==> src/fm_pkg.sv <==
// ~~~~~~~~~~~~~~~~~~~~
// shared sizes and types for the eight slot FM operator bank
// every RTL file refers to these through fm_pkg:: scoped names
// ~~~~~~~~~~~~~~~~~~~~
package fm_pkg;

    localparam int NUM_SLOTS         = 8;
    localparam int SLOT_WIDTH        = 3;
    localparam int PHASE_ACC_WIDTH   = 19;  // 10 phase bits over 9 fraction bits
    localparam int PHASE_WIDTH       = 10;
    localparam int ATTEN_WIDTH       = 9;   // counted in 1/8 steps of the log level
    localparam int WS_WIDTH          = 2;
    localparam int OUT_WIDTH         = 13;
    localparam int LOG_WIDTH         = 12;  // log-sine table word
    localparam int EXP_WIDTH         = 10;  // exponent table word
    localparam int PIPE_DEPTH        = 5;   // param_valid to out_valid in cycles

    // ~~~~~~~~~~~~~~~~~~~~ tables and level
    localparam int TABLE_INDEX_WIDTH = 8;
    localparam int TABLE_SIZE        = 256;
    localparam real PI               = 3.14159265358979;
    localparam int LEVEL_WIDTH       = 13;
    localparam logic [LEVEL_WIDTH-1:0] MUTE_LEVEL = 13'h1000;  // shifts any magnitude to zero
    localparam logic [LEVEL_WIDTH-1:0] LEVEL_MAX  = 13'h1fff;

    // ~~~~~~~~~~~~~~~~~~~~ host field selector
    localparam int FIELD_WIDTH = 2;
    localparam logic [FIELD_WIDTH-1:0] FIELD_PHASE_INC = 2'd0;
    localparam logic [FIELD_WIDTH-1:0] FIELD_WS        = 2'd1;
    localparam logic [FIELD_WIDTH-1:0] FIELD_ATTEN     = 2'd2;
    localparam logic [FIELD_WIDTH-1:0] FIELD_RESTART   = 2'd3;

    typedef logic [SLOT_WIDTH-1:0]         slot_t;
    typedef logic [PHASE_ACC_WIDTH-1:0]    phase_inc_t;  // also the accumulator word
    typedef logic [PHASE_WIDTH-1:0]        phase_t;
    typedef logic [ATTEN_WIDTH-1:0]        atten_t;
    typedef logic [WS_WIDTH-1:0]           waveform_t;
    typedef logic signed [OUT_WIDTH-1:0]   op_out_t;
    typedef logic [LOG_WIDTH-1:0]          log_t;

    typedef enum logic {
        IDLE,  // waiting for a sample tick
        WALK   // reading slots 0 to 7 in turn
    } seq_state_t;

endpackage
==> src/slot_sequencer.sv <==
`timescale 1ns/1ps
// ~~~~~~~~~~~~~~~~~~~~
// walks slots 0 to 7 once per sample tick through the arbiter
// param_valid marks the cycle in which the memory read data is present
// ~~~~~~~~~~~~~~~~~~~~
module slot_sequencer (
    input  logic          clk,
    input  logic          rst,
    input  logic          sample_tick,
    input  logic          seq_grant,
    output logic          seq_req,
    output fm_pkg::slot_t seq_slot,
    output logic          param_valid,
    output fm_pkg::slot_t param_slot
);
    fm_pkg::seq_state_t state;
    fm_pkg::slot_t      slot_cnt;  // slot being requested in WALK

    assign seq_req  = (state == fm_pkg::WALK);
    assign seq_slot = slot_cnt;

    always_ff @(posedge clk) begin
        if (rst) begin
            state       <= fm_pkg::IDLE;
            slot_cnt    <= '0;
            param_valid <= 1'b0;
            param_slot  <= '0;
        end else begin
            param_valid <= seq_grant;  // read data follows the grant by one cycle
            if (seq_grant) begin
                param_slot <= slot_cnt;
            end
            case (state)
                fm_pkg::IDLE: begin
                    if (sample_tick) begin
                        state    <= fm_pkg::WALK;
                        slot_cnt <= '0;
                    end
                end
                default: begin  // ticks are ignored while a frame is walked
                    if (seq_grant) begin
                        if (slot_cnt == fm_pkg::slot_t'(fm_pkg::NUM_SLOTS - 1)) begin
                            state <= fm_pkg::IDLE;
                        end
                        slot_cnt <= slot_cnt + 1'b1;  // wraps back to 0 after the last slot
                    end
                end
            endcase
        end
    end

    // a grant only ever answers a request that this sequencer has raised
    a_grant_requested: assert property (@(posedge clk) disable iff (rst)
        seq_grant |-> seq_req);

endmodule

==> config.mk <==
export PLATFORM = sky130hd
export DESIGN_NAME = slot_sequencer
export DESIGN_NICKNAME = d
export VERILOG_FILES = /design/src/fm_pkg.sv /design/src/slot_sequencer.sv
export SDC_FILE = /design/constraint.sdc
export NUM_CORES = 1
export LEC_CHECK = 0
export BUFFER_PORTS_ARGS = -buffer_cell sky130_fd_sc_hd__buf_2
export CAP_MARGIN = 10
export CORE_AREA = 8 8 45 47
export DETAILED_ROUTE_END_ITERATION = 12
export DIE_AREA = 0 0 53 55
export PLACE_DENSITY = 0.49
export SETUP_SLACK_MARGIN = 0.5
export SLEW_MARGIN = 15
export SYNTH_ARGS = -nofsm -noshare
export SYNTH_HDL_FRONTEND = slang
export SYNTH_SLANG_ARGS = --single-unit
export TNS_END_PERCENT = 30
==> constraint.sdc <==
create_clock -name clk -period 2.9 [get_ports clk]
set_clock_uncertainty 0.15 [all_clocks]
set_input_delay 0.435 -clock clk [delete_from_list [all_inputs] [get_ports clk]]
set_output_delay 0.435 -clock clk [all_outputs]
set_load 0.02 [all_outputs]
### Word-level counts from Yosys, hierarchy flattened

Cells that the tools add are included.
Widths: inputs -> output; s select.

| storage, ports and cells | value |
|---|---|
| register bits after elaboration | 8 |
| output and inout port bits | 8 |
| word-level logic and storage cells | 16 |

| operators by class | value |
|---|---|
| $add $sub $neg | 1 |
| equality and inequality tests | 2 |
| mux-type cells | 7 |
| reduce and logical (&&, ||, !) cells | 2 |

Operators by type and width:

| kind | count |
|---|---|
| $mux 3 | 3 |
| $mux 1 | 4 |
| $add 3x1->3 const B | 1 |
| $eq 3x3->1 const B | 1 |
| $ne 2x2->1 const B | 1 |
| $reduce_and 2->1 | 1 |
| $reduce_bool 2->1 | 1 |

### Depth between registers and ports, before layout

| logic depth | value |
|---|---|
| depth after elaboration | 4 |
| depth in mapped cells | 4 |

### Worst setup path after synthesis

OpenSTA, ideal clock, no wires.

| timing | value |
|---|---|
| kind | register to register |
| start | reg slot_cnt[0], in the netlist seq_slot[0] |
| end | reg slot_cnt[2], in the netlist seq_slot[2] |
| library setup time | 128 ps |
| arrival time | 984 ps |
| data required time | 2622 ps |
| path slack | 1638 ps |
| cell stages (with the launch flop) | 5 |
| clock period less this slack | 1262 ps |
| cell sequence | dfxtp_1 -> ha_1 -> ha_1 -> nand2b_1 -> o32ai_1 |

| between the ends | value |
|---|---|
| cells in the longest elaborated chain, start to end | 3 |

RTL lines:

| element | line | source |
|---|---|---|
| from (decl) | slot_sequencer.sv:17 | `fm_pkg::slot_t slot_cnt;` |
| from (signal assigned) | slot_sequencer.sv:45 | `slot_cnt <= slot_cnt + 1'b1;` |
| $add 3x1->3 | slot_sequencer.sv:45 |  |
| $mux 3 | slot_sequencer.sv:41 | `if (seq_grant) begin` |
| $mux 3 | slot_sequencer.sv:33 | `case (state)` |

Every way passes these cells. The select of a mux whose other input is x is not followed.
A chain may end at the register's enable or synchronous reset.

### Worst setup path after layout

| timing | value |
|---|---|
| start | reg state, in the netlist seq_req |
| end | out seq_req |

RTL lines:

| element | line | source |
|---|---|---|
| from (decl) | slot_sequencer.sv:16 | `fm_pkg::seq_state_t state;` |
| from (signal assigned) | slot_sequencer.sv:24 | `state <= fm_pkg::IDLE;` |
| from (signal assigned) | slot_sequencer.sv:36 | `state <= fm_pkg::WALK;` |
| from (signal assigned) | slot_sequencer.sv:43 | `state <= fm_pkg::IDLE;` |
| to (decl) | slot_sequencer.sv:11 | `output logic seq_req,` |

No word-level cell between the ends.

==> impl_metrics.json <==
{
  "yosysTopAreaCellShare": 0.4776,
  "io-pin-count": 12,
  "cts_buffer_depth": 2,
  "timing.rr.start": "seq_slot[0]$_SDFFE_PP0P_",
  "synth_fa_ha_area_frac": 0.07463,
  "max_freq_ghz": 0.6961,
  "grt_pass1_wl_um": 1145,
  "worstSetupPathType": "reg -> out",
  "hold_violations": 0,
  "fin_crit_sh": 0.4954,
  "peakVddDrop_mv": 0.1733,
  "seq_area_frac_synth": 0.4776,
  "grt_max_degree": 12,
  "core_sq_um": 1384,
  "drtAntennaViolNets": 0,
  "post_cts_resized": 0,
  "min_period_ns": 1.437,
  "power_leakage_uw": 0.0002020,
  "tns_ns": 0,
  "rsz0062_at_grt": "false",
  "drc_errors": 0,
  "die_h_um": 55,
  "critPathMaxFanout": 5,
  "p_per_area_nw_per_um2": 524.3,
  "antenna_found_initial": 0,
  "viasPerCell": 4.200,
  "tightest_slew_ns": 0.2056,
  "hold_path.startpoint": "sample_tick",
  "synth.distinct_cells": 15,
  "dieArea_sq_um": 2915,
  "dr.pass1.iters": 1,
  "synth_top_family_by_area": "simple AND/OR/NAND/NOR gates",
  "crit_path_start_kind": "flip-flop",
  "worstSetupStartpoint": "seq_req$_SDFF_PP0_",
  "grt.overflow.total": 0,
  "die_x_um": 53,
  "nNetsFinal": 52,
  "yosys.area_share.simple": 0.1493,
  "grt_pass1_vias": 256,
  "vias": 252,
  "synth_mux_area_frac": 0.1343,
  "clock-sinks": 8,
  "ys_seq_elements": 8,
  "max-slew-margin-rel": 0.8625,
  "gp_congestion": 0.6823,
  "synth_nets": 38,
  "syn-instance-count": 32,
  "syn_avg_cell_area_sq_um": 10.48,
  "gr-usage-all-layers": 0.05641,
  "synth_compound_area_frac": 0.09701,
  "dp_hpwl_um": 531.6,
  "postCtsHoldBufs": 0,
  "cp_cell_sequence": "buf_2",
  "slew_violations": 0,
  "ys_warn_count": 0,
  "cts-root-buf": "clkbuf_4",
  "dr.first_iter.drc_count": 0,
  "drt_wl_total_um": 687,
  "rows": 14,
  "hp-class": "in -> reg",
  "diodes": 0,
  "drive_above_1_share": 0.3636,
  "status": "finished clean",
  "syn_area_sq_um": 335.3,
  "crit_family": "flip-flops",
  "fin_util": 0.3020,
  "wl_per_cell_um": 11.45,
  "syn2layout_area_growth_pct": 24.63,
  "max_stage_delay_ns": 0.40,
  "post_cts_buffers": 0,
  "cp_slowest_cell": "dfxtp_1",
  "initial_core_util": 0.2423,
  "timing.max_cap.violations": 0,
  "end_kind": "primary output",
  "path_buf_inv": 1,
  "synth_xor_xnor_area_share": 0,
  "yosys-top-cells-area": "dfxtp_1, mux2i_1, ha_1",
  "cts_tree": "yes",
  "yosysTopAreaCell": "dfxtp_1",
  "io_buffers": 11,
  "cp.required_ns": 2.32,
  "cts.htree.levels": 1,
  "arrival_ns": 0.85,
  "clkSlewWorstSetupHoldPaths_ns": 0.05,
  "cts_buffers": 3,
  "worst_skew_pair.late_latency_ns": 0.25,
  "setup_viol": 0
}
==> layout by cell type (no fill, tap or decap) <==
cell | synthesis | final
buf_2 | 0 | 11
clkbuf_4 | 0 | 3
nor2_1 | 4 | 4
dfxtp_1 | 8 | 8
inv_1 | 2 | 2
a311oi_1 | 1 | 1
mux2i_1 | 3 | 3
ha_1 | 2 | 2
o32ai_1 | 2 | 2
mux2_4 | 1 | 1
nand2b_1 | 3 | 3
nor2b_1 | 1 | 1
or2_2 | 1 | 1
o22ai_1 | 1 | 1
nand2_1 | 1 | 1
==> Yosys cell counts <==
| cell type | instances |
|---|---|
| a311oi_1 | 1 |
| buf_6 | 1 |
| clkbuf_1 | 1 |
| dfxtp_1 | 8 |
| ha_1 | 2 |
| inv_1 | 2 |
| mux2_4 | 1 |
| mux2i_1 | 3 |
| nand2_1 | 1 |
| nand2b_1 | 3 |
| nor2_1 | 4 |
| nor2b_1 | 1 |
| o22ai_1 | 1 |
| o32ai_1 | 2 |
| or2_2 | 1 |
==> layer usage <==
metal,up-vias,GRT usage,wire length [um]
li1,136,-,-
met1,109,0.05352,310
met2,7,0.08594,296
met3,0,0.05615,80
met4,0,0.01293,0
met5,-,0,0
==> sequential cells by signal, indices dropped and copies added (netlist names) <==
signal       flops
param_valid      1
seq_slot         3
param_slot       3
seq_req          1
==> report_power, final <==
group	leakage, uW	total (uW)	switching, uW	internal (uW)
clock network	0.0000138	80.7	33.6	47.1
logic	0.000123	22.2	12.3	9.94
registers	0.0000652	116	2.94	113
==> cells by family (layout without fill, tap and decap cells) <==
family | after synthesis | in the layout
compound gates | 4 | 4
fa+ha+maj | 2 | 2
buf+inv | 4 | 16
flops | 8 | 8
mux | 4 | 4
simple gates | 10 | 10
==> cell type report <==
type | count | area [sq um]
tap | 16 | 20.02
timing repair buffer | 11 | 55.05
clock buffer | 3 | 22.52
sequential | 8 | 160.2
multi-input combinational | 20 | 152.6
inverter | 2 | 7.507
fill | 156 | 965.9
==> per-stage QoR <==
| step | instances | setup slack [ns] | instance area, sq um | hold slack (ns) | power (uW) |
|---|---|---|---|---|---|
| 6_report | 60 | 1.463 | 417.9 | 0.3156 | 219.1 |
| 5_1_grt | 60 | 1.401 | 417.9 | 0.3216 | 237.7 |
| 4_1_cts | 60 | 1.448 | 417.9 | 0.3051 | 224.4 |
| 3_5_place_dp | 57 | 1.582 | 395.4 | 0.3236 | 141.0 |
| 3_3_place_gp | 57 | 1.536 | 395.4 | 0.3239 | 141.0 |
| 2_1_floorplan | 32 | 1.638 | 335.3 | 0.4234 | 135.0 |
==> worst paths after layout <==
path                                 to  slack [ns]  cells after the start
max                             seq_req        1.46                      1
min                  seq_req$_SDFF_PP0_        0.32                      3
max reg2reg          seq_req$_SDFF_PP0_        1.70                      3
min reg2reg  param_slot[2]$_SDFFE_PP0P_        0.34                      2
Note: power is estimated with default switching activity, not from simulation.
