## src/fm_pkg.sv

```systemverilog
// ~~~~~~~~~~~~~~~~~~~~
// shared sizes and types for the eight slot FM operator bank
// every RTL file refers to these through fm_pkg:: scoped names
// ~~~~~~~~~~~~~~~~~~~~
package fm_pkg;

    localparam int NUM_SLOTS         = 8;
    localparam int SLOT_WIDTH        = 3;
    localparam int PHASE_ACC_WIDTH   = 19;  // 10 phase bits over 9 fraction bits
    localparam int PHASE_WIDTH       = 10;
    localparam int ATTEN_WIDTH       = 9;   // counted in 1/8 steps of the log level
    localparam int WS_WIDTH          = 2;
    localparam int OUT_WIDTH         = 13;
    localparam int LOG_WIDTH         = 12;  // log-sine table word
    localparam int EXP_WIDTH         = 10;  // exponent table word
    localparam int PIPE_DEPTH        = 5;   // param_valid to out_valid in cycles

    // ~~~~~~~~~~~~~~~~~~~~ tables and level
    localparam int TABLE_INDEX_WIDTH = 8;
    localparam int TABLE_SIZE        = 256;
    localparam real PI               = 3.14159265358979;
    localparam int LEVEL_WIDTH       = 13;
    localparam logic [LEVEL_WIDTH-1:0] MUTE_LEVEL = 13'h1000;  // shifts any magnitude to zero
    localparam logic [LEVEL_WIDTH-1:0] LEVEL_MAX  = 13'h1fff;

    // ~~~~~~~~~~~~~~~~~~~~ host field selector
    localparam int FIELD_WIDTH = 2;
    localparam logic [FIELD_WIDTH-1:0] FIELD_PHASE_INC = 2'd0;
    localparam logic [FIELD_WIDTH-1:0] FIELD_WS        = 2'd1;
    localparam logic [FIELD_WIDTH-1:0] FIELD_ATTEN     = 2'd2;
    localparam logic [FIELD_WIDTH-1:0] FIELD_RESTART   = 2'd3;

    typedef logic [SLOT_WIDTH-1:0]         slot_t;
    typedef logic [PHASE_ACC_WIDTH-1:0]    phase_inc_t;  // also the accumulator word
    typedef logic [PHASE_WIDTH-1:0]        phase_t;
    typedef logic [ATTEN_WIDTH-1:0]        atten_t;
    typedef logic [WS_WIDTH-1:0]           waveform_t;
    typedef logic signed [OUT_WIDTH-1:0]   op_out_t;
    typedef logic [LOG_WIDTH-1:0]          log_t;

    typedef enum logic {
        IDLE,  // waiting for a sample tick
        WALK   // reading slots 0 to 7 in turn
    } seq_state_t;

endpackage
```

## src/operator_regs.sv

```systemverilog
`timescale 1ns/1ps
// ~~~~~~~~~~~~~~~~~~~~
// per-slot parameter memory with one port shared by host writes and sequencer reads
// a write updates one field, a read returns the whole word one cycle later
// ~~~~~~~~~~~~~~~~~~~~
module operator_regs (
    input  logic                           clk,
    input  logic                           rst,
    input  logic                           mem_we,
    input  logic                           mem_rd,
    input  fm_pkg::slot_t                  mem_slot,
    input  logic [fm_pkg::FIELD_WIDTH-1:0] mem_field,
    input  fm_pkg::phase_inc_t             mem_wdata,
    output fm_pkg::phase_inc_t             phase_inc,
    output fm_pkg::waveform_t              ws,
    output fm_pkg::atten_t                 atten,
    output logic                           restart
);
    fm_pkg::phase_inc_t inc_mem     [fm_pkg::NUM_SLOTS];
    fm_pkg::waveform_t  ws_mem      [fm_pkg::NUM_SLOTS];
    fm_pkg::atten_t     atten_mem   [fm_pkg::NUM_SLOTS];
    logic               restart_mem [fm_pkg::NUM_SLOTS];  // pending phase reset per slot

    always_ff @(posedge clk) begin
        if (rst) begin
            for (int i = 0; i < fm_pkg::NUM_SLOTS; i++) begin
                inc_mem[i]     <= '0;  // silent slots at phase 0 after reset
                ws_mem[i]      <= '0;
                atten_mem[i]   <= '0;
                restart_mem[i] <= 1'b0;
            end
            phase_inc <= '0;
            ws        <= '0;
            atten     <= '0;
            restart   <= 1'b0;
        end else begin
            if (mem_we) begin
                case (mem_field)  // only the addressed field changes
                    fm_pkg::FIELD_PHASE_INC: inc_mem[mem_slot] <= mem_wdata;
                    fm_pkg::FIELD_WS: ws_mem[mem_slot] <= mem_wdata[fm_pkg::WS_WIDTH-1:0];
                    fm_pkg::FIELD_ATTEN: atten_mem[mem_slot] <= mem_wdata[fm_pkg::ATTEN_WIDTH-1:0];
                    default: restart_mem[mem_slot] <= 1'b1;  // data is ignored for a restart
                endcase
            end
            if (mem_rd) begin
                phase_inc <= inc_mem[mem_slot];
                ws        <= ws_mem[mem_slot];
                atten     <= atten_mem[mem_slot];
                restart   <= restart_mem[mem_slot];
                restart_mem[mem_slot] <= 1'b0;  // the read consumes the request
            end
        end
    end

endmodule

```

## config.mk

```make
export PLATFORM = sky130hd
export DESIGN_NAME = operator_regs
export DESIGN_NICKNAME = d
export VERILOG_FILES = /design/src/fm_pkg.sv /design/src/operator_regs.sv
export SDC_FILE = /design/constraint.sdc
export NUM_CORES = 1
export LEC_CHECK = 0
export BUFFER_PORTS_ARGS = -buffer_cell sky130_fd_sc_hd__buf_2
export CAP_MARGIN = 10
export CELL_PAD_IN_SITES_DETAIL_PLACEMENT = 1
export CELL_PAD_IN_SITES_GLOBAL_PLACEMENT = 1
export CORE_MARGIN = 3
export CORE_UTILIZATION = 51
export CTS_BUF_LIST = sky130_fd_sc_hd__clkbuf_16
export CTS_CLUSTER_SIZE = 24
export DETAILED_ROUTE_END_ITERATION = 8
export PLACE_DENSITY_LB_ADDON = 0.1
export SETUP_SLACK_MARGIN = 0.3
export SYNTH_ARGS = -nofsm -noshare
export SYNTH_HDL_FRONTEND = slang
export SYNTH_SLANG_ARGS = --single-unit
export TNS_END_PERCENT = 100
```

## constraint.sdc

```tcl
create_clock -name clk -period 2.3 [get_ports clk]
set_clock_uncertainty 0.1 [all_clocks]
set_input_delay 0 -clock clk [delete_from_list [all_inputs] [get_ports clk]]
set_output_delay 0 -clock clk [all_outputs]
set_load 0.03 [all_outputs]
```

======== After elaboration in Yosys (flattened, before gate mapping) ========
Memory sizes are Yosys's and may differ from the RTL's. A register that Yosys moved wholly into a read port is not among the register bits.
Cells that the tools add are included.
word-level totals
  memory bits (writable) .................. 248
  bits in registers ....................... 0
  bits of input ports ..................... 28
  output and inout port bits .............. 31
  memories ................................ 4
  logic and storage cells ................. 47
operators by class
  reductions and logical operators ........ 6
  equal/unequal tests ..................... 2
  mux-type cells .......................... 34
  bitwise gates (word level) .............. 1
memory list
  name         depth  width  read ports  clocked after memory_dff  write ports  RTL line             source
  inc_mem      8      19     1           1                         8            operator_regs.sv:19  fm_pkg::phase_inc_t inc_mem [fm_pkg::NUM_SLOTS];
  atten_mem    8      9      1           1                         8            operator_regs.sv:21  fm_pkg::atten_t atten_mem [fm_pkg::NUM_SLOTS];
  ws_mem       8      2      1           1                         8            operator_regs.sv:20  fm_pkg::waveform_t ws_mem [fm_pkg::NUM_SLOTS];
  restart_mem  8      1      1           1                         8            operator_regs.sv:22  logic restart_mem [fm_pkg::NUM_SLOTS];
operators by type and width
  kind                  count
  $mux W1               27
  $mux W19              1
  $reduce_or A19 Y1     1
  $mux W3               4
  $mux W9               1
  $reduce_or A9 Y1      1
  $reduce_or A3 Y1      1
  $eq A2 B1 Y1 const B  1
  $eq A2 B2 Y1 const B  1
  $logic_not A2 Y1      1
  $mux W2               1
  $reduce_or A2 Y1      1
  $or A1 B1 Y1          1
  $reduce_or A1 Y1      1

======== Logic depth before layout (Yosys ltp) ========
  depth after elaboration ................. 9
  mapped depth ............................ 8
  mapped depth without buffers ............ 4

======== Worst setup path after synthesis ========
No wires, ideal clock.
  path type ............................... input to register
  start point ............................. in mem_slot[2]
  end point ............................... mem inc_mem[5][0] (netlist bit) (enable)
  buffers on the path ..................... 4
  arrival time ............................ 1,584 ps
  stages .................................. 6
  data required time ...................... 1,801 ps
  setup time .............................. 399 ps
  slack ................................... 217 ps
  cells stage by stage .................... buf_6 buf_6 buf_8 buf_4 nand2_2 o21bai_1
RTL lines
  item                RTL line             source
  start: declaration  operator_regs.sv:11  input fm_pkg::slot_t mem_slot,
  end: declaration    operator_regs.sv:19

==> results by group <==
Pwr
  – VDD IR-drop max: ~0.00085 V
  – Logic gate share of total power: under 10%
  – Design Power: 11.5 mW
  – Seq pwr share: approximately half
  – Leakage power: approximately 5.3 nW
  – Clk pwr share: approximately two fifths
  – Power density over cell area: approximately 790 mW/mm²
  – Net Sw Frac: 24.9%
  – Power Internal: between 8 and 9 mW
  – Net load switching power: about 2.9 mW

Logic synthesis
  – Post-synthesis simple-gate area fraction: around 16%
  – Synth Flop Type: edfxtp_1
  – Synthesized area per cell: 12.9 µm²
  – Register area share after synthesis: around 65%
  – Post-synthesis compound-gate area fraction: ~10%
  – Synth Area in XOR/XNOR: 0%
  – Largest cells by area after synthesis: edfxtp_1, nor2_1, and2_1
  – Cell variety after synth: 55
  – Adder-Cell Fraction of Synth Area: 0%
  – Synthesized Nets: 996
  – Most common cell in the netlist: edfxtp_1
  – Largest area contributor in the netlist: edfxtp_1
  – Syn Inst Count: approximately 970
  – Mux contribution to synthesized area: around 5.6%
  – Synth cell count leaders: edfxtp_1, nor2_1, and2_1
  – Post-synthesis register bit count: roughly 280
  – Largest family of logic cells by synthesized area: simple AND/OR/NAND/NOR gates
  – Share of the synthesized area in the top cell type: 59.6%
  – Mapped cell area: approximately 0.012 mm²
  – Asr flop ratio synth: 0%
  – Number of synthesized flops with an enable pin: roughly 250
  – YS warnings: 0

Worst setup path
  – Critical path class: in2reg
  – Slowest cell on the critical path: dlygate4sd3_1
  – CP peak stage delay: 0.54 ns
  – Type of origin of the critical path: primary input
  – Worst Setup End Kind: flop
  – Max FO, Critical Path: 23
  – WP data required: 2.62 ns
  – Crit-path cells: dlygate4sd3_1 > clkbuf_4 > nor2b_1 > buf_4 > nand2b_1 > buf_4 > o21ai_0 > o31a_1
  – Worst path most repeated cell: buf_4
  – WP data arrival: 2.24 ns

Placed design
  – Place WS: between 0.3 and 0.4 ns
  – GP Congestion: about 0.81
  – Dpl hpwl: 25.1 mm
  – # port buffers: slightly below 60

Finish
  – # nets final: about 1100
  – Layout cells sized above 1: 20.9%
  – N_diodes: 0
  – Multi-input gate area: roughly 0.0039 mm²
  – Area Overhead vs Synth: 15.5%
  – Post-layout util: approximately three fifths
  – # fillers: ~2300
  – Seq. cell area: 0.00807 mm²

Route
  – Vias per inst: ~6.1
  – WL/cell: about 28 µm
  – DRC: 0
  – Antenna Violating Nets Remaining: 0
  – Vias: 8634
  – Starting DRT DRC Count: approximately 900
  – Detailed Routing Iterations Pass 1: 5
  – Routed wire length: 39.3 mm

Global route
  – Initial antenna violation count: 0
  – First-pass GRT wire length: 59.0 mm
  – Via count of the first global-routing pass: between 9000 and 10000
  – Largest net degree at the start of global routing: 65
  – Gr usage total: 30.2%
  – Gr ovfl total: 0

Floorplan
  – Core area: between 0.02 and 0.025 mm²
  – # IOs: between 50 and 60
  – Die area: between 0.02 and 0.03 mm²
  – Die height: roughly 160 µm
  – Site Rows: between 50 and 60
  – Die Span X: 163 µm
  – Effective utilization at floorplan: approximately 53%

Clock tree
  – TritonCTS Sinks: roughly 280
  – Clock-pin slew on the worst setup and hold paths: around 0.06 ns
  – Setup bufs post-CTS: 0
  – TritonCTS clock tree: built
  – Clk buf depth: 3
  – CTS buffer count: 29
  – Clk_lat worst skew: roughly 0.54 ns
  – H-tree depth: 1
  – Root Driver: clkbuf_16

STA
  – RSZ-0062 raised after global routing: false
  – Final Hold Fails: 0
  – Max-slew violations: 0
  – Final setup vio count: 0
  – Setup TNS: 0 ns
  – Slew headroom: around two fifths
  – Final min period: 1.92 ns
  – Tcrit/Tclk final: a little over four fifths
  – Highest Clock Rate: between 500 and 600 MHz
  – Final setup margin: 0.383 ns
  – Worst slew pin tran: a little under 0.9 ns

Run
  – Max_cap viols: 0

Hold path
  – Worst Hold Class: in2reg

Status
  – Status: complete, no violations
cell families (layout without fill, tap and decap cells):
family,Yosys count,after routing
compound gates,153,153
buf+inv,89,207
flops,279,279
mux,51,51
simple gates,396,396
timing repair:
action,in CTS,in global routing
gates resized for setup,0,2
endpoints found under the hold margin,240,0
hold buffers,24,0
endpoints found under the setup margin,0,41
layout by cell type, fill, tap and decap left out, drive strengths merged, types with 14 or more instances in the layout:
cell         netlist  routed
edfxtp           248     248
nor2             183     183
buf               42     118
and2             103     103
nand2             39      39
dfxtp             31      31
clkbuf            37      30
mux2i             25      25
dlygate4sd3        0      24
a221oi            23      23
a22o              20      20
a21o              18      18
and3              17      17
clkinv             0      16
a211oi            15      15
a22oi             14      14
mux4              14      14
or2               14      14
final cells by class:
cell class,count,area share (%)
Sequential cell,279,55.9
Multi-Input combinational cell,600,27.4
Timing Repair Buffer,143,7.59
Clock buffer,29,5.03
Tap cell,319,2.77
Clock inverter,25,1.08
Inverter,10,0.260
power groups by stage:
stage | Combinational [mW] | Sequential (mW) | Clock, mW
6_report | 1.13 | 5.91 | 4.42
5_1_grt | 1.20 | 5.93 | 4.67
4_1_cts | 1.12 | 5.91 | 4.44
3_5_place_dp | 1.08 | 6.01 | 0
3_3_place_gp | 1.06 | 6.00 | 0
2_1_floorplan | 0.578 | 6.05 | 0
metal layers:
metal	part of all wire [%]	GRT usage, %
met1	41	41.9
met2	48	49.2
met3	8.4	5.67
met4	2.8	8.54
met5	0	0
state kept, by name, summed over array words and instances (netlist names):
register / cells
inc_mem: 152
phase_inc: 19
ws: 2
atten: 9
atten_mem: 72
restart_mem: 8
ws_mem: 16
restart: 1
critical path, delay by kind of cell:
kind	cells	cell delay, ns
AOI/OAI and AO/OA	2	0.46
buffers and inverters	4	1.41
and+or+nand+nor	2	0.35
stage by stage:
step	cells	instance area, µm²	hold WS, ns
after floorplan	968	12500	0.0982
after global routing	1405	14400	0.0852
after CTS	1405	14400	0.0268
after global placement	1327	13300	0.217
after detailed placement	1327	13300	0.225
final	1405	14400	0.0411
final timing paths:
kind	start	endpoint	slack, ns	depth (start not counted)
max	mem_slot[0]	phase_inc[0]$_SDFFE_PP0P_	0.38	8
min	mem_field[0]	restart_mem[0]$_SDFFCE_PN0P_	0.04	4
max reg2reg	inc_mem[5][10]$_SDFFCE_PN0P_	phase_inc[10]$_SDFFE_PP0P_	0.83	3
min reg2reg	ws[0]$_SDFFE_PP0P_	ws[0]$_SDFFE_PP0P_	0.38	2
Note: power is estimated with default switching activity, not from simulation.
