--- src/fm_pkg.sv ---
// ~~~~~~~~~~~~~~~~~~~~
// shared sizes and types for the eight slot FM operator bank
// every RTL file refers to these through fm_pkg:: scoped names
// ~~~~~~~~~~~~~~~~~~~~
package fm_pkg;

    localparam int NUM_SLOTS         = 8;
    localparam int SLOT_WIDTH        = 3;
    localparam int PHASE_ACC_WIDTH   = 19;  // 10 phase bits over 9 fraction bits
    localparam int PHASE_WIDTH       = 10;
    localparam int ATTEN_WIDTH       = 9;   // counted in 1/8 steps of the log level
    localparam int WS_WIDTH          = 2;
    localparam int OUT_WIDTH         = 13;
    localparam int LOG_WIDTH         = 12;  // log-sine table word
    localparam int EXP_WIDTH         = 10;  // exponent table word
    localparam int PIPE_DEPTH        = 5;   // param_valid to out_valid in cycles

    // ~~~~~~~~~~~~~~~~~~~~ tables and level
    localparam int TABLE_INDEX_WIDTH = 8;
    localparam int TABLE_SIZE        = 256;
    localparam real PI               = 3.14159265358979;
    localparam int LEVEL_WIDTH       = 13;
    localparam logic [LEVEL_WIDTH-1:0] MUTE_LEVEL = 13'h1000;  // shifts any magnitude to zero
    localparam logic [LEVEL_WIDTH-1:0] LEVEL_MAX  = 13'h1fff;

    // ~~~~~~~~~~~~~~~~~~~~ host field selector
    localparam int FIELD_WIDTH = 2;
    localparam logic [FIELD_WIDTH-1:0] FIELD_PHASE_INC = 2'd0;
    localparam logic [FIELD_WIDTH-1:0] FIELD_WS        = 2'd1;
    localparam logic [FIELD_WIDTH-1:0] FIELD_ATTEN     = 2'd2;
    localparam logic [FIELD_WIDTH-1:0] FIELD_RESTART   = 2'd3;

    typedef logic [SLOT_WIDTH-1:0]         slot_t;
    typedef logic [PHASE_ACC_WIDTH-1:0]    phase_inc_t;  // also the accumulator word
    typedef logic [PHASE_WIDTH-1:0]        phase_t;
    typedef logic [ATTEN_WIDTH-1:0]        atten_t;
    typedef logic [WS_WIDTH-1:0]           waveform_t;
    typedef logic signed [OUT_WIDTH-1:0]   op_out_t;
    typedef logic [LOG_WIDTH-1:0]          log_t;

    typedef enum logic {
        IDLE,  // waiting for a sample tick
        WALK   // reading slots 0 to 7 in turn
    } seq_state_t;

endpackage
--- src/param_arbiter.sv ---
`timescale 1ns/1ps
// ~~~~~~~~~~~~~~~~~~~~
// shares the parameter memory port between the host and the slot sequencer
// a host write is held one cycle and always wins over a sequencer read
// ~~~~~~~~~~~~~~~~~~~~
module param_arbiter (
    input  logic                           clk,
    input  logic                           rst,
    input  logic                           wr_en,
    input  fm_pkg::slot_t                  wr_slot,
    input  logic [fm_pkg::FIELD_WIDTH-1:0] wr_field,
    input  fm_pkg::phase_inc_t             wr_data,
    input  logic                           seq_req,
    input  fm_pkg::slot_t                  seq_slot,
    output logic                           wr_busy,
    output logic                           seq_grant,
    output logic                           mem_we,
    output logic                           mem_rd,
    output fm_pkg::slot_t                  mem_slot,
    output logic [fm_pkg::FIELD_WIDTH-1:0] mem_field,
    output fm_pkg::phase_inc_t             mem_wdata
);
    logic                           pend_valid;  // one host write waiting for the port
    fm_pkg::slot_t                  pend_slot;
    logic [fm_pkg::FIELD_WIDTH-1:0] pend_field;
    fm_pkg::phase_inc_t             pend_data;

    always_ff @(posedge clk) begin
        if (rst) begin
            pend_valid <= 1'b0;
        end else begin
            pend_valid <= wr_en;  // host priority means it is served in the next cycle
        end
    end

    always_ff @(posedge clk) begin
        if (wr_en) begin
            pend_slot  <= wr_slot;
            pend_field <= wr_field;
            pend_data  <= wr_data;
        end
    end

    assign wr_busy   = pend_valid;
    assign mem_we    = pend_valid;
    assign mem_rd    = seq_req && !pend_valid;  // a refused read is asked again next cycle
    assign seq_grant = mem_rd;
    assign mem_slot  = pend_valid ? pend_slot : seq_slot;
    assign mem_field = pend_field;
    assign mem_wdata = pend_data;

    // the single port never sees a write and a read in the same cycle
    a_port_exclusive: assert property (@(posedge clk) disable iff (rst)
        !(mem_we && mem_rd));

    // the host only strobes while no earlier write is pending
    a_host_write: assert property (@(posedge clk) disable iff (rst)
        wr_en |-> !wr_busy);

endmodule

--- config.mk ---
export PLATFORM = sky130hd
export DESIGN_NAME = param_arbiter
export DESIGN_NICKNAME = d
export VERILOG_FILES = /design/src/fm_pkg.sv /design/src/param_arbiter.sv
export SDC_FILE = /design/constraint.sdc
export NUM_CORES = 1
export LEC_CHECK = 0
export BUFFER_PORTS_ARGS = -buffer_cell sky130_fd_sc_hd__buf_2
export CAP_MARGIN = 20
export CORE_MARGIN = 4
export CORE_UTILIZATION = 35
export CTS_CLUSTER_DIAMETER = 50
export DETAILED_ROUTE_END_ITERATION = 8
export PLACE_DENSITY = 0.71
export SKIP_CTS_REPAIR_TIMING = 1
export SLEW_MARGIN = 20
export SYNTH_ARGS = -nofsm -noshare
export SYNTH_HDL_FRONTEND = slang
export SYNTH_SLANG_ARGS = --single-unit
--- constraint.sdc ---
create_clock -name clk -period 2.19 [get_ports clk]
set_input_delay 0.219 -clock clk [delete_from_list [all_inputs] [get_ports clk]]
set_output_delay 0.219 -clock clk [all_outputs]
set_load 0.01 [all_outputs]
[Yosys cells after proc, flatten, opt, wreduce, memory -nomap -nowiden]
Cells that the tools add are included.
Storage, ports and cells
  bits in registers: 25
  output and inout bits: 28
  word-level logic and storage cells: 7
Cells by class
  muxes and demuxes: 1
  reductions and logical operators: 2
Operators by type and width (number)
  $mux W3: 1
  $logic_and A1 B1 Y1: 1
  $logic_not A1 Y1: 1

[Logic depth before layout (Yosys ltp)]
Gate-level depths: netlist of the first run.
  depth in word-level cells: 2
  mapped depth: 2
  mapped depth without buffers: 1

[Worst setup path before layout of the first run]
No wires, ideal clock.
  path type: register to output
  start point: register pend_valid, in the netlist mem_we
  end point: output seq_grant
  arrival time: 0.845 ns
  path slack: 1.126 ns
  stages on the path, launching flop included: 3
  path buffers: 1
  cell sequence: dfxtp_1 > and2b_2 > buf_4
On the way
  cells in the longest elaborated chain, start to end: 2
RTL lines
  from (decl): line param_arbiter.sv:23  | logic pend_valid;
  from (signal assigned): line param_arbiter.sv:32  | pend_valid <= wr_en;
  $logic_not A1 Y1: line param_arbiter.sv:46  | assign mem_rd = seq_req && !pend_valid;
  $logic_and A1 B1 Y1: line param_arbiter.sv:46
  to (decl): line param_arbiter.sv:16  | output logic seq_grant,
No other way between the ends.

[Worst setup path after layout of the first run]
  start point: register pend_valid, in the netlist mem_we
  end point: output mem_slot[2]
On the way
  cells in the longest elaborated chain, start to end: 1
RTL lines
  $mux W3: line param_arbiter.sv:48  | assign mem_slot = pend_valid ? pend_slot : seq_slot;
  to (decl): line param_arbiter.sv:19  | output fm_pkg::slot_t mem_slot,
No other way between the ends.

==> metrics.md, run 1 <==
| Metric | Value |
|---|---|
| Antenna violations before repair | 0 |
| Die Y | roughly 56 um |
| Synth Register Bits | 25 |
| Layout area overhead | 42.0% |
| Max cap viols | 0 |
| Core box area | around 2200 um^2 |
| Most common library cell in the layout ignoring fill and taps | buf_2 |
| Final period util | 0.668 |
| Sequential element share of the synthesized area | 0.921 |
| Total Routed Length | between 1500 and 2000 um |
| Final setup TNS | 0 ns |
| Top cell type's share of synthesized area | 0.896 |
| Initial DRC count | 10 |
| Static Leak | 0.509 nW |
| Drt wl/cell | 13.0 um |
| Maximum fanout along the worst path | 6 |
| Worst path slowest cell | dfxtp_1 |
| Status | complete, no violations |
| Arrival time worst endpoint | around 1.2 ns |
| Max VDD drop | about 340 uV |
| Fmax | ~680 MHz |
| RSZ-0062 raised after global routing | false |
| Starting Density | 0.367 |
| Global-route wire length before repair | between 2000 and 2500 um |
| Syn avg cell area | about 25 um^2 |
| CP Class | reg2out |
| Number of global-route vias before repair | roughly 550 |
| Power Total | between 800 and 900 uW |
| Total number of vias | about 530 |
| Antenna cells | 0 |
| Worst path required time | approximately 2.0 ns |
| Pins Over Slew Limit | 0 |
| Final Util | 0.521 |
| Share of cells above drive strength 1 | 0.717 |
| H-tree Lvls | 1 |
| Synth cell types | 6 |
| Port Buffers | 58 |
| CP top delay family | flip-flops |
| Row cnt | 17 |
| DRT Pass-1 Iters | 2 |
| I/O Pins | 59 |
| Pin count of the biggest net entering global routing | 26 |
| CTS Sinks | 25 |
| Worst Setup Start Kind | register |
| Mapped Cells | 32 |
| Setup crit end kind | output pin |
| Highest cell delay on the worst timing path | approximately 0.45 ns |
| Clk buf depth | 2 |
| ANT nets after route | 0 |
| Gr ovfl total | 0 |
| Yosys Warn Count | 0 |
| Worst Max-Slew Pin Slew | 0.529 ns |
| CP bufs+invs | 1 |
| GRT Overall Usage | 0.0996 |
| TritonCTS buffer count | 3 |
| Pwr dens | approximately 760 nW/um^2 |
| CP Cell Sequence | mux2_2, buf_2 |
| Reg clk slew, reported paths | around 0.13 ns |
| Slew margin rel. | 0.647 |
| Final GP Congestion | roughly 0.80 |
| CTS tree | yes |
| Full die area | approximately 3100 um^2 |
| Vias per Instance | around 4.4 |
| Synth area leader | edfxtp_1 |
| Root buffer cell | clkbuf_4 |
| Area contributors post-synth | edfxtp_1 (90%), mux2_2 (4.2%), dfxtp_1 (2.5%) |
| Count of final setup violators | 0 |
| Synthesized area | around 800 um^2 |
| Chip Width | around 56 um |
| Highest-count cells in the layout ignoring fill and taps | buf_2 (58), edfxtp_1 (24), mux2_2 (3), clkbuf_4 (3) |
| Final Hold Viols | 0 |
| Final min period | between 1 and 1.5 ns |
| Nets | roughly 120 |
| Net Count, Synth | 63 |
| DRC Markers | 0 |
| Hold Crit Class | in2reg |
[cell type report]
class / count / area [um^2]
fillers: 205 / 1050
clock buffers: 3 / 22.5
multi-input cells: 5 / 48.8
clock inverters: 1 / 5.00
repair buffers: 58 / 290
well taps: 28 / 35.0
flip-flops and latches: 25 / 741
[power by group]
part           switching, mW  leakage, nW  internal (mW)
registers            0.00920        0.243          0.564
clock network          0.122       0.0177         0.0680
logic                 0.0503        0.248         0.0495
[Yosys cell counts (all sizes together)]
master and number:
and2b 1, buf 2, dfxtp 1, edfxtp 24
mux2 3, nor2b 1
[layer usage]
metal	vias to the layer above	global-route usage	share of wire
met1	246	0.0992	0.34
met4	0	0.0407	0
met5	-	0	0
li1	243	-	-
met3	0	0.0487	0.14
met2	38	0.176	0.52
[through the flow]
step	cell area [um^2]	hold WS, ns	std cells	setup slack [ns]
2_1_floorplan	805	0.291	32	1.13
3_3_place_gp	1110	0.379	116	1.10
3_5_place_dp	1110	0.383	116	1.08
4_1_cts	1140	0.0334	120	0.705
5_1_grt	1140	0.0269	120	0.618
6_report	1140	0.0493	120	0.728
[flip-flops by register name, summed over array words and instances (netlist names)]
| register | count |
|---|---|
| mem_wdata | 19 |
| pend_slot | 3 |
| mem_field | 2 |
| mem_we | 1 |
[final timing paths]
| check | startpoint | to | slack, ns | depth (start not counted) |
|---|---|---|---|---|
| setup / recovery | mem_we$_SDFF_PP0_ | mem_slot[2] | 0.73 | 2 |
| hold / removal | rst | mem_we$_SDFF_PP0_ | 0.05 | 2 |
[logic make-up (layout without fill, tap and decap cells)]
| kind of cell | after synthesis | in the layout | share of synthesized area |
|---|---|---|---|
| DFF | 25 | 25 | 0.921 |
| muxes | 3 | 3 | 0.0420 |
| buffers and inverters | 2 | 62 | 0.0187 |
| and+or+nand+nor | 2 | 2 | 0.0187 |
Power figures use the tool's default switching activity.
==> inputs of run 2 (changes only) <==
--- a/config.mk
+++ b/config.mk
@@ -8,10 +8,10 @@
 export BUFFER_PORTS_ARGS = -buffer_cell sky130_fd_sc_hd__buf_2
 export CAP_MARGIN = 20
 export CORE_MARGIN = 4
-export CORE_UTILIZATION = 35
+export CORE_UTILIZATION = 34
 export CTS_CLUSTER_DIAMETER = 50
 export DETAILED_ROUTE_END_ITERATION = 8
-export PLACE_DENSITY = 0.71
+export PLACE_DENSITY = 0.72
 export SKIP_CTS_REPAIR_TIMING = 1
 export SLEW_MARGIN = 20
 export SYNTH_ARGS = -nofsm -noshare
==> constraint.sdc (replaced) <==
create_clock -name clk -period 1.2 [get_ports clk]
set_input_delay 0.12 -clock clk [delete_from_list [all_inputs] [get_ports clk]]
set_output_delay 0.12 -clock clk [all_outputs]
set_load 0.01 [all_outputs]
==> metrics.md, run 2 (same netlist as run 1, synthesis figures left out) <==
| Metric | Value |
|---|---|
| Status | finished, violations left |
| Failing checks | negative setup slack |
| Pins Over Slew Limit | 0 |
| Final min period | ~1.3 ns |
| Worst Max-Slew Pin Slew | roughly 0.23 ns |
| GR Layer Usage met2 | 0.144 |
| Layout area overhead | 81.2% |
| Final cell count without fillers | approximately 150 |
| Count of final setup violators | 3 |
| Total Routed Length | roughly 2100 um |
| Number of global-route vias before repair | ~570 |
| Static Leak | approximately 0.64 nW |
| Reg clk slew, reported paths | around 0.12 ns |
| Met1 Use GR | 0.101 |
| Chip Width | roughly 57 um |
| Hold Crit Class | in2reg |
| Final Util | 0.653 |
| Core box area | between 2000 and 2500 um^2 |
| Comb power frac | 0.166 |
| Min-delay src | wr_en |
| Most common library cell in the layout ignoring fill and taps | buf_2 |
| Full die area | 3210 um^2 |
| Dpl cell area | 1130 um^2 |
| Maximum fanout along the worst path | 6 |
| Worst path required time | about 1.1 ns |
| Setup crit end kind | output pin |
| Power Total | ~1.7 mW |
| Most Used Layer, Global Route | met2 |
| Fillcell total | 157 |
| Final Hold Viols | 0 |
| Starting Density | 0.360 |
| I/O Pins | 59 |
| CP Class | reg2out |
| Total number of vias | 629 |
| Vias per Instance | around 4.3 |
| GRT met3 Usage | 0.0690 |
| Net switching fraction of the power | 0.217 |
| Max cap viols | 0 |
| Die Y | between 50 and 60 um |
| Pin count of the biggest net entering global routing | 18 |
| Final hold slack | roughly 0.17 ns |
| Hold Path Sink | mem_wdata[4]$_DFFE_PP_ |
| Max VDD drop | 1030 uV |
| TritonCTS buffer count | 3 |
| Power Internal | ~1.3 mW |
| GRT Overall Usage | 0.0954 |
| Clk buf depth | 2 |
| Port Buffers | between 50 and 60 |
| Place WS | 0.186 ns |
| Root buffer cell | clkbuf_4 |
| Hold depth | 1 |
| Final period util | 1.06 |
| Fmax | 789 MHz |
| Row cnt | 17 |
| Worst Setup Start Kind | register |
| Final worst slack | -0.0681 ns |
| H-tree Lvls | 1 |
| Clock power frac | 0.215 |
| Antenna cells | 0 |
| Sequential fraction of design power | 0.619 |
| Pwr dens | 1160 nW/um^2 |
| Antenna violations before repair | 0 |
| CTS Sinks | 25 |
| Highest-count cells in the layout ignoring fill and taps | buf_2 (53), dlygate4sd3_1 (25), edfxtp_1 (24), buf_6 (5) |
| Max reg flops | 19 |
| ANT nets after route | 0 |
| Gr ovfl total | 0 |
| Share of cells above drive strength 1 | 0.568 |
| DRC Markers | 0 |
| P_sw | ~370 uW |
| Nets | 150 |
| Arrival time worst endpoint | around 1.2 ns |
| Final Cell Area | 1460 um^2 |
| Global-route wire length before repair | between 2000 and 2500 um |
| Final GP Congestion | between 0.6 and 0.7 |
| CTS tree | yes |
| DRT Pass-1 Iters | 4 |
| Slew margin rel. | 0.849 |
| Drt wl/cell | 14.5 um |
| Final setup TNS | -0.194 ns |
| Cell count after placement | roughly 120 |
| Initial DRC count | 19 |
| RSZ-0062 raised after global routing | true |
-- run 2: cell types whose count changed in the layout (fill, tap and decap cells not counted) --
cell and delta:
mux2_2 -3, dfxtp_1 -1, dfxtp_4 +1, clkbuf_1 +1, buf_6 +5, buf_2 -5, dlygate4sd3_1 +25, mux2_4 +3
buf_12 +1, clkinv_2 -1
-- run 2: critical path: stages, from the launching register on --
cell and delay, ns:
dfxtp_4 0.41, mux2_4 0.31, buf_6 0.12
-- run 2: power groups by stage --
stage	clock network [mW]	logic (mW)	registers [mW]
2_1_floorplan	0	0.0272	1.10
3_3_place_gp	0	0.192	1.06
3_5_place_dp	0	0.194	1.07
4_1_cts	0.357	0.194	1.05
5_1_grt	0.408	0.302	1.06
6_report	0.364	0.282	1.05
-- run 2: final cells by class --
type                    count  area, um^2  area share
repair buffers             84         592       0.406
clock buffers               4        26.3      0.0180
multi-input cells           5        60.1      0.0412
well taps                  28        35.0      0.0240
flip-flops and latches     25         744       0.511
-- run 2: how the worst max path moves through the flow --
stage,startpoint,to,cells after the start
final,mem_we$_SDFF_PP0_,mem_slot[1],2
after floorplan,mem_we$_SDFF_PP0_,seq_grant,2
after detailed placement,mem_we$_SDFF_PP0_,mem_slot[1],2
after CTS,mem_we$_SDFF_PP0_,mem_slot[1],2
after global routing,mem_we$_SDFF_PP0_,mem_slot[1],2
after global placement,mem_we$_SDFF_PP0_,mem_slot[2],2
-- run 2: per-layer routing --
metal,vias to the layer above,wire (um)
met3,4,250
met4,0,23
li1,293,-
met5,-,0
met2,44,1030
met1,288,804
==> inputs of run 3 (changes only) <==
--- a/config.mk
+++ b/config.mk
@@ -11,6 +11,7 @@
 export CORE_UTILIZATION = 34
 export CTS_CLUSTER_DIAMETER = 50
 export DETAILED_ROUTE_END_ITERATION = 8
+export GPL_TIMING_DRIVEN = 0
 export PLACE_DENSITY = 0.72
 export SKIP_CTS_REPAIR_TIMING = 1
 export SLEW_MARGIN = 20
==> metrics.md, run 3 (same netlist as run 1, synthesis figures left out) <==
| Metric | Value |
|---|---|
| Gr ovfl total | 0 |
| Reg clk slew, reported paths | 0.13 ns |
| Failing checks | negative setup slack |
| ANT nets after route | 0 |
| Detailed Place HPWL | 1150 um |
| Comb power frac | 0.164 |
| Starting Density | 0.360 |
| Static Leak | approximately 0.64 nW |
| H-tree Lvls | 1 |
| Worst path required time | about 1.1 ns |
| Final cell count without fillers | between 100 and 150 |
| Root buffer cell | clkbuf_4 |
| Layout area overhead | 80.2% |
| Status | finished, violations left |
| Full die area | roughly 3200 um^2 |
| RSZ-0062 raised after global routing | true |
| P_sw | between 300 and 400 uW |
| Final Hold Viols | 0 |
| Max reg flops | 19 |
| Nets | 151 |
| Vias per Instance | roughly 4.3 |
| Total number of vias | 634 |
| Chip Width | roughly 57 um |
| CTS tree | yes |
| Clock power frac | 0.219 |
| Global-route wire length before repair | about 2400 um |
| Net switching fraction of the power | 0.222 |
| Power Internal | 1.33 mW |
| Final hold slack | between 0.3 and 0.4 ns |
| Max VDD drop | 1070 uV |
| TritonCTS buffer count | 3 |
| I/O Pins | 59 |
| Final worst slack | -0.0945 ns |
| Antenna violations before repair | 0 |
| Final min period | around 1.3 ns |
| Most common library cell in the layout ignoring fill and taps | buf_2 |
| Total Routed Length | 2170 um |
| Final GP Congestion | slightly above 0.7 |
| Clk buf depth | 2 |
| Sequential fraction of design power | 0.617 |
| Die Y | between 50 and 60 um |
| GRT Overall Usage | 0.102 |
| Pin count of the biggest net entering global routing | 26 |
| Cell count after placement | 118 |
| Arrival time worst endpoint | between 1 and 1.5 ns |
| Slew margin rel. | 0.646 |
| CP Class | reg2out |
| Highest-count cells in the layout ignoring fill and taps | buf_2 (54), dlygate4sd3_1 (25), edfxtp_1 (24), buf_6 (5) |
| Row cnt | 17 |
| Setup crit end kind | output pin |
| Hold Path Sink | mem_wdata[6]$_DFFE_PP_ |
| Core box area | ~2200 um^2 |
| Max cap viols | 0 |
| Share of cells above drive strength 1 | 0.571 |
| Worst Max-Slew Pin Slew | roughly 0.53 ns |
| Pins Over Slew Limit | 0 |
| DRT Pass-1 Iters | 3 |
| Final period util | 1.08 |
| Port Buffers | 58 |
| Pwr dens | roughly 1200 nW/um^2 |
| CTS Sinks | 25 |
| Number of global-route vias before repair | ~570 |
| Min-delay src | wr_en |
| Worst Setup Start Kind | register |
| Count of final setup violators | 5 |
| Antenna cells | 0 |
| Maximum fanout along the worst path | 6 |
| Fmax | between 700 and 800 MHz |
| DRC Markers | 0 |
| Hold Crit Class | in2reg |
| Initial DRC count | 13 |
| Drt wl/cell | around 15 um |
| Fillcell total | about 150 |
| Hold depth | 1 |
[run 3: cell count changes in the layout (fill, tap and decap cells not counted), sizes merged]
cell	previous run	this run
buf	59	60
[run 3: metal layers]
| layer | global-route usage | up-vias | wire, um |
|---|---|---|---|
| met5 | 0 | - | 0 |
| met4 | 0.0915 | 0 | 64 |
| met3 | 0.0483 | 5 | 274 |
| met2 | 0.144 | 47 | 921 |
| met1 | 0.111 | 287 | 910 |
| li1 | - | 295 | - |
[run 3: how the worst max path moves through the flow]
| stage | start | end | slack, ns | cells after the start |
|---|---|---|---|---|
| after floorplan | mem_we$_SDFF_PP0_ | seq_grant | 0.23 | 2 |
| after global placement | mem_we$_SDFF_PP0_ | seq_grant | 0.19 | 3 |
| after detailed placement | mem_we$_SDFF_PP0_ | seq_grant | 0.16 | 3 |
| after CTS | mem_we$_SDFF_PP0_ | seq_grant | -0.20 | 3 |
| after global routing | mem_we$_SDFF_PP0_ | seq_grant | -0.14 | 3 |
| final | mem_we$_SDFF_PP0_ | seq_grant | -0.09 | 3 |
[run 3: worst max-delay path, cell delays in order, from the launching register on]
cell	delay (ns)
dfxtp_4	0.41
and2b_2	0.23
buf_6	0.11
buf_6	0.11
[run 3: final cells by class]
| class | count | area (um^2) | area share |
|---|---|---|---|
| multi-input cells | 5 | 60.1 | 0.0414 |
| well taps | 28 | 35.0 | 0.0242 |
| repair buffers | 83 | 566 | 0.390 |
| clock buffers | 4 | 26.3 | 0.0181 |
| plain buffers | 2 | 18.8 | 0.0129 |
| flip-flops and latches | 25 | 744 | 0.513 |
[run 3: per-stage QoR]
stage	utilization	instance area, um^2	worst slack (ns)	total power, mW	TNS [ns]
4_1_cts	0.518	1160	-0.202	1.60	-0.881
5_1_grt	0.649	1450	-0.145	1.78	-0.581
3_3_place_gp	0.506	1130	0.188	1.25	0
6_report	0.649	1450	-0.0945	1.70	-0.335
3_5_place_dp	0.506	1130	0.161	1.26	0
2_1_floorplan	-	805	0.235	1.13	0
[run 3: power by group through the flow]
stage	Sequential (mW)	Combinational, mW	Clock [mW]
after floorplan	1.10	0.0272	0
after global placement	1.06	0.188	0
after detailed placement	1.07	0.190	0
after CTS	1.05	0.190	0.365
after global routing	1.06	0.300	0.420
final	1.05	0.280	0.372
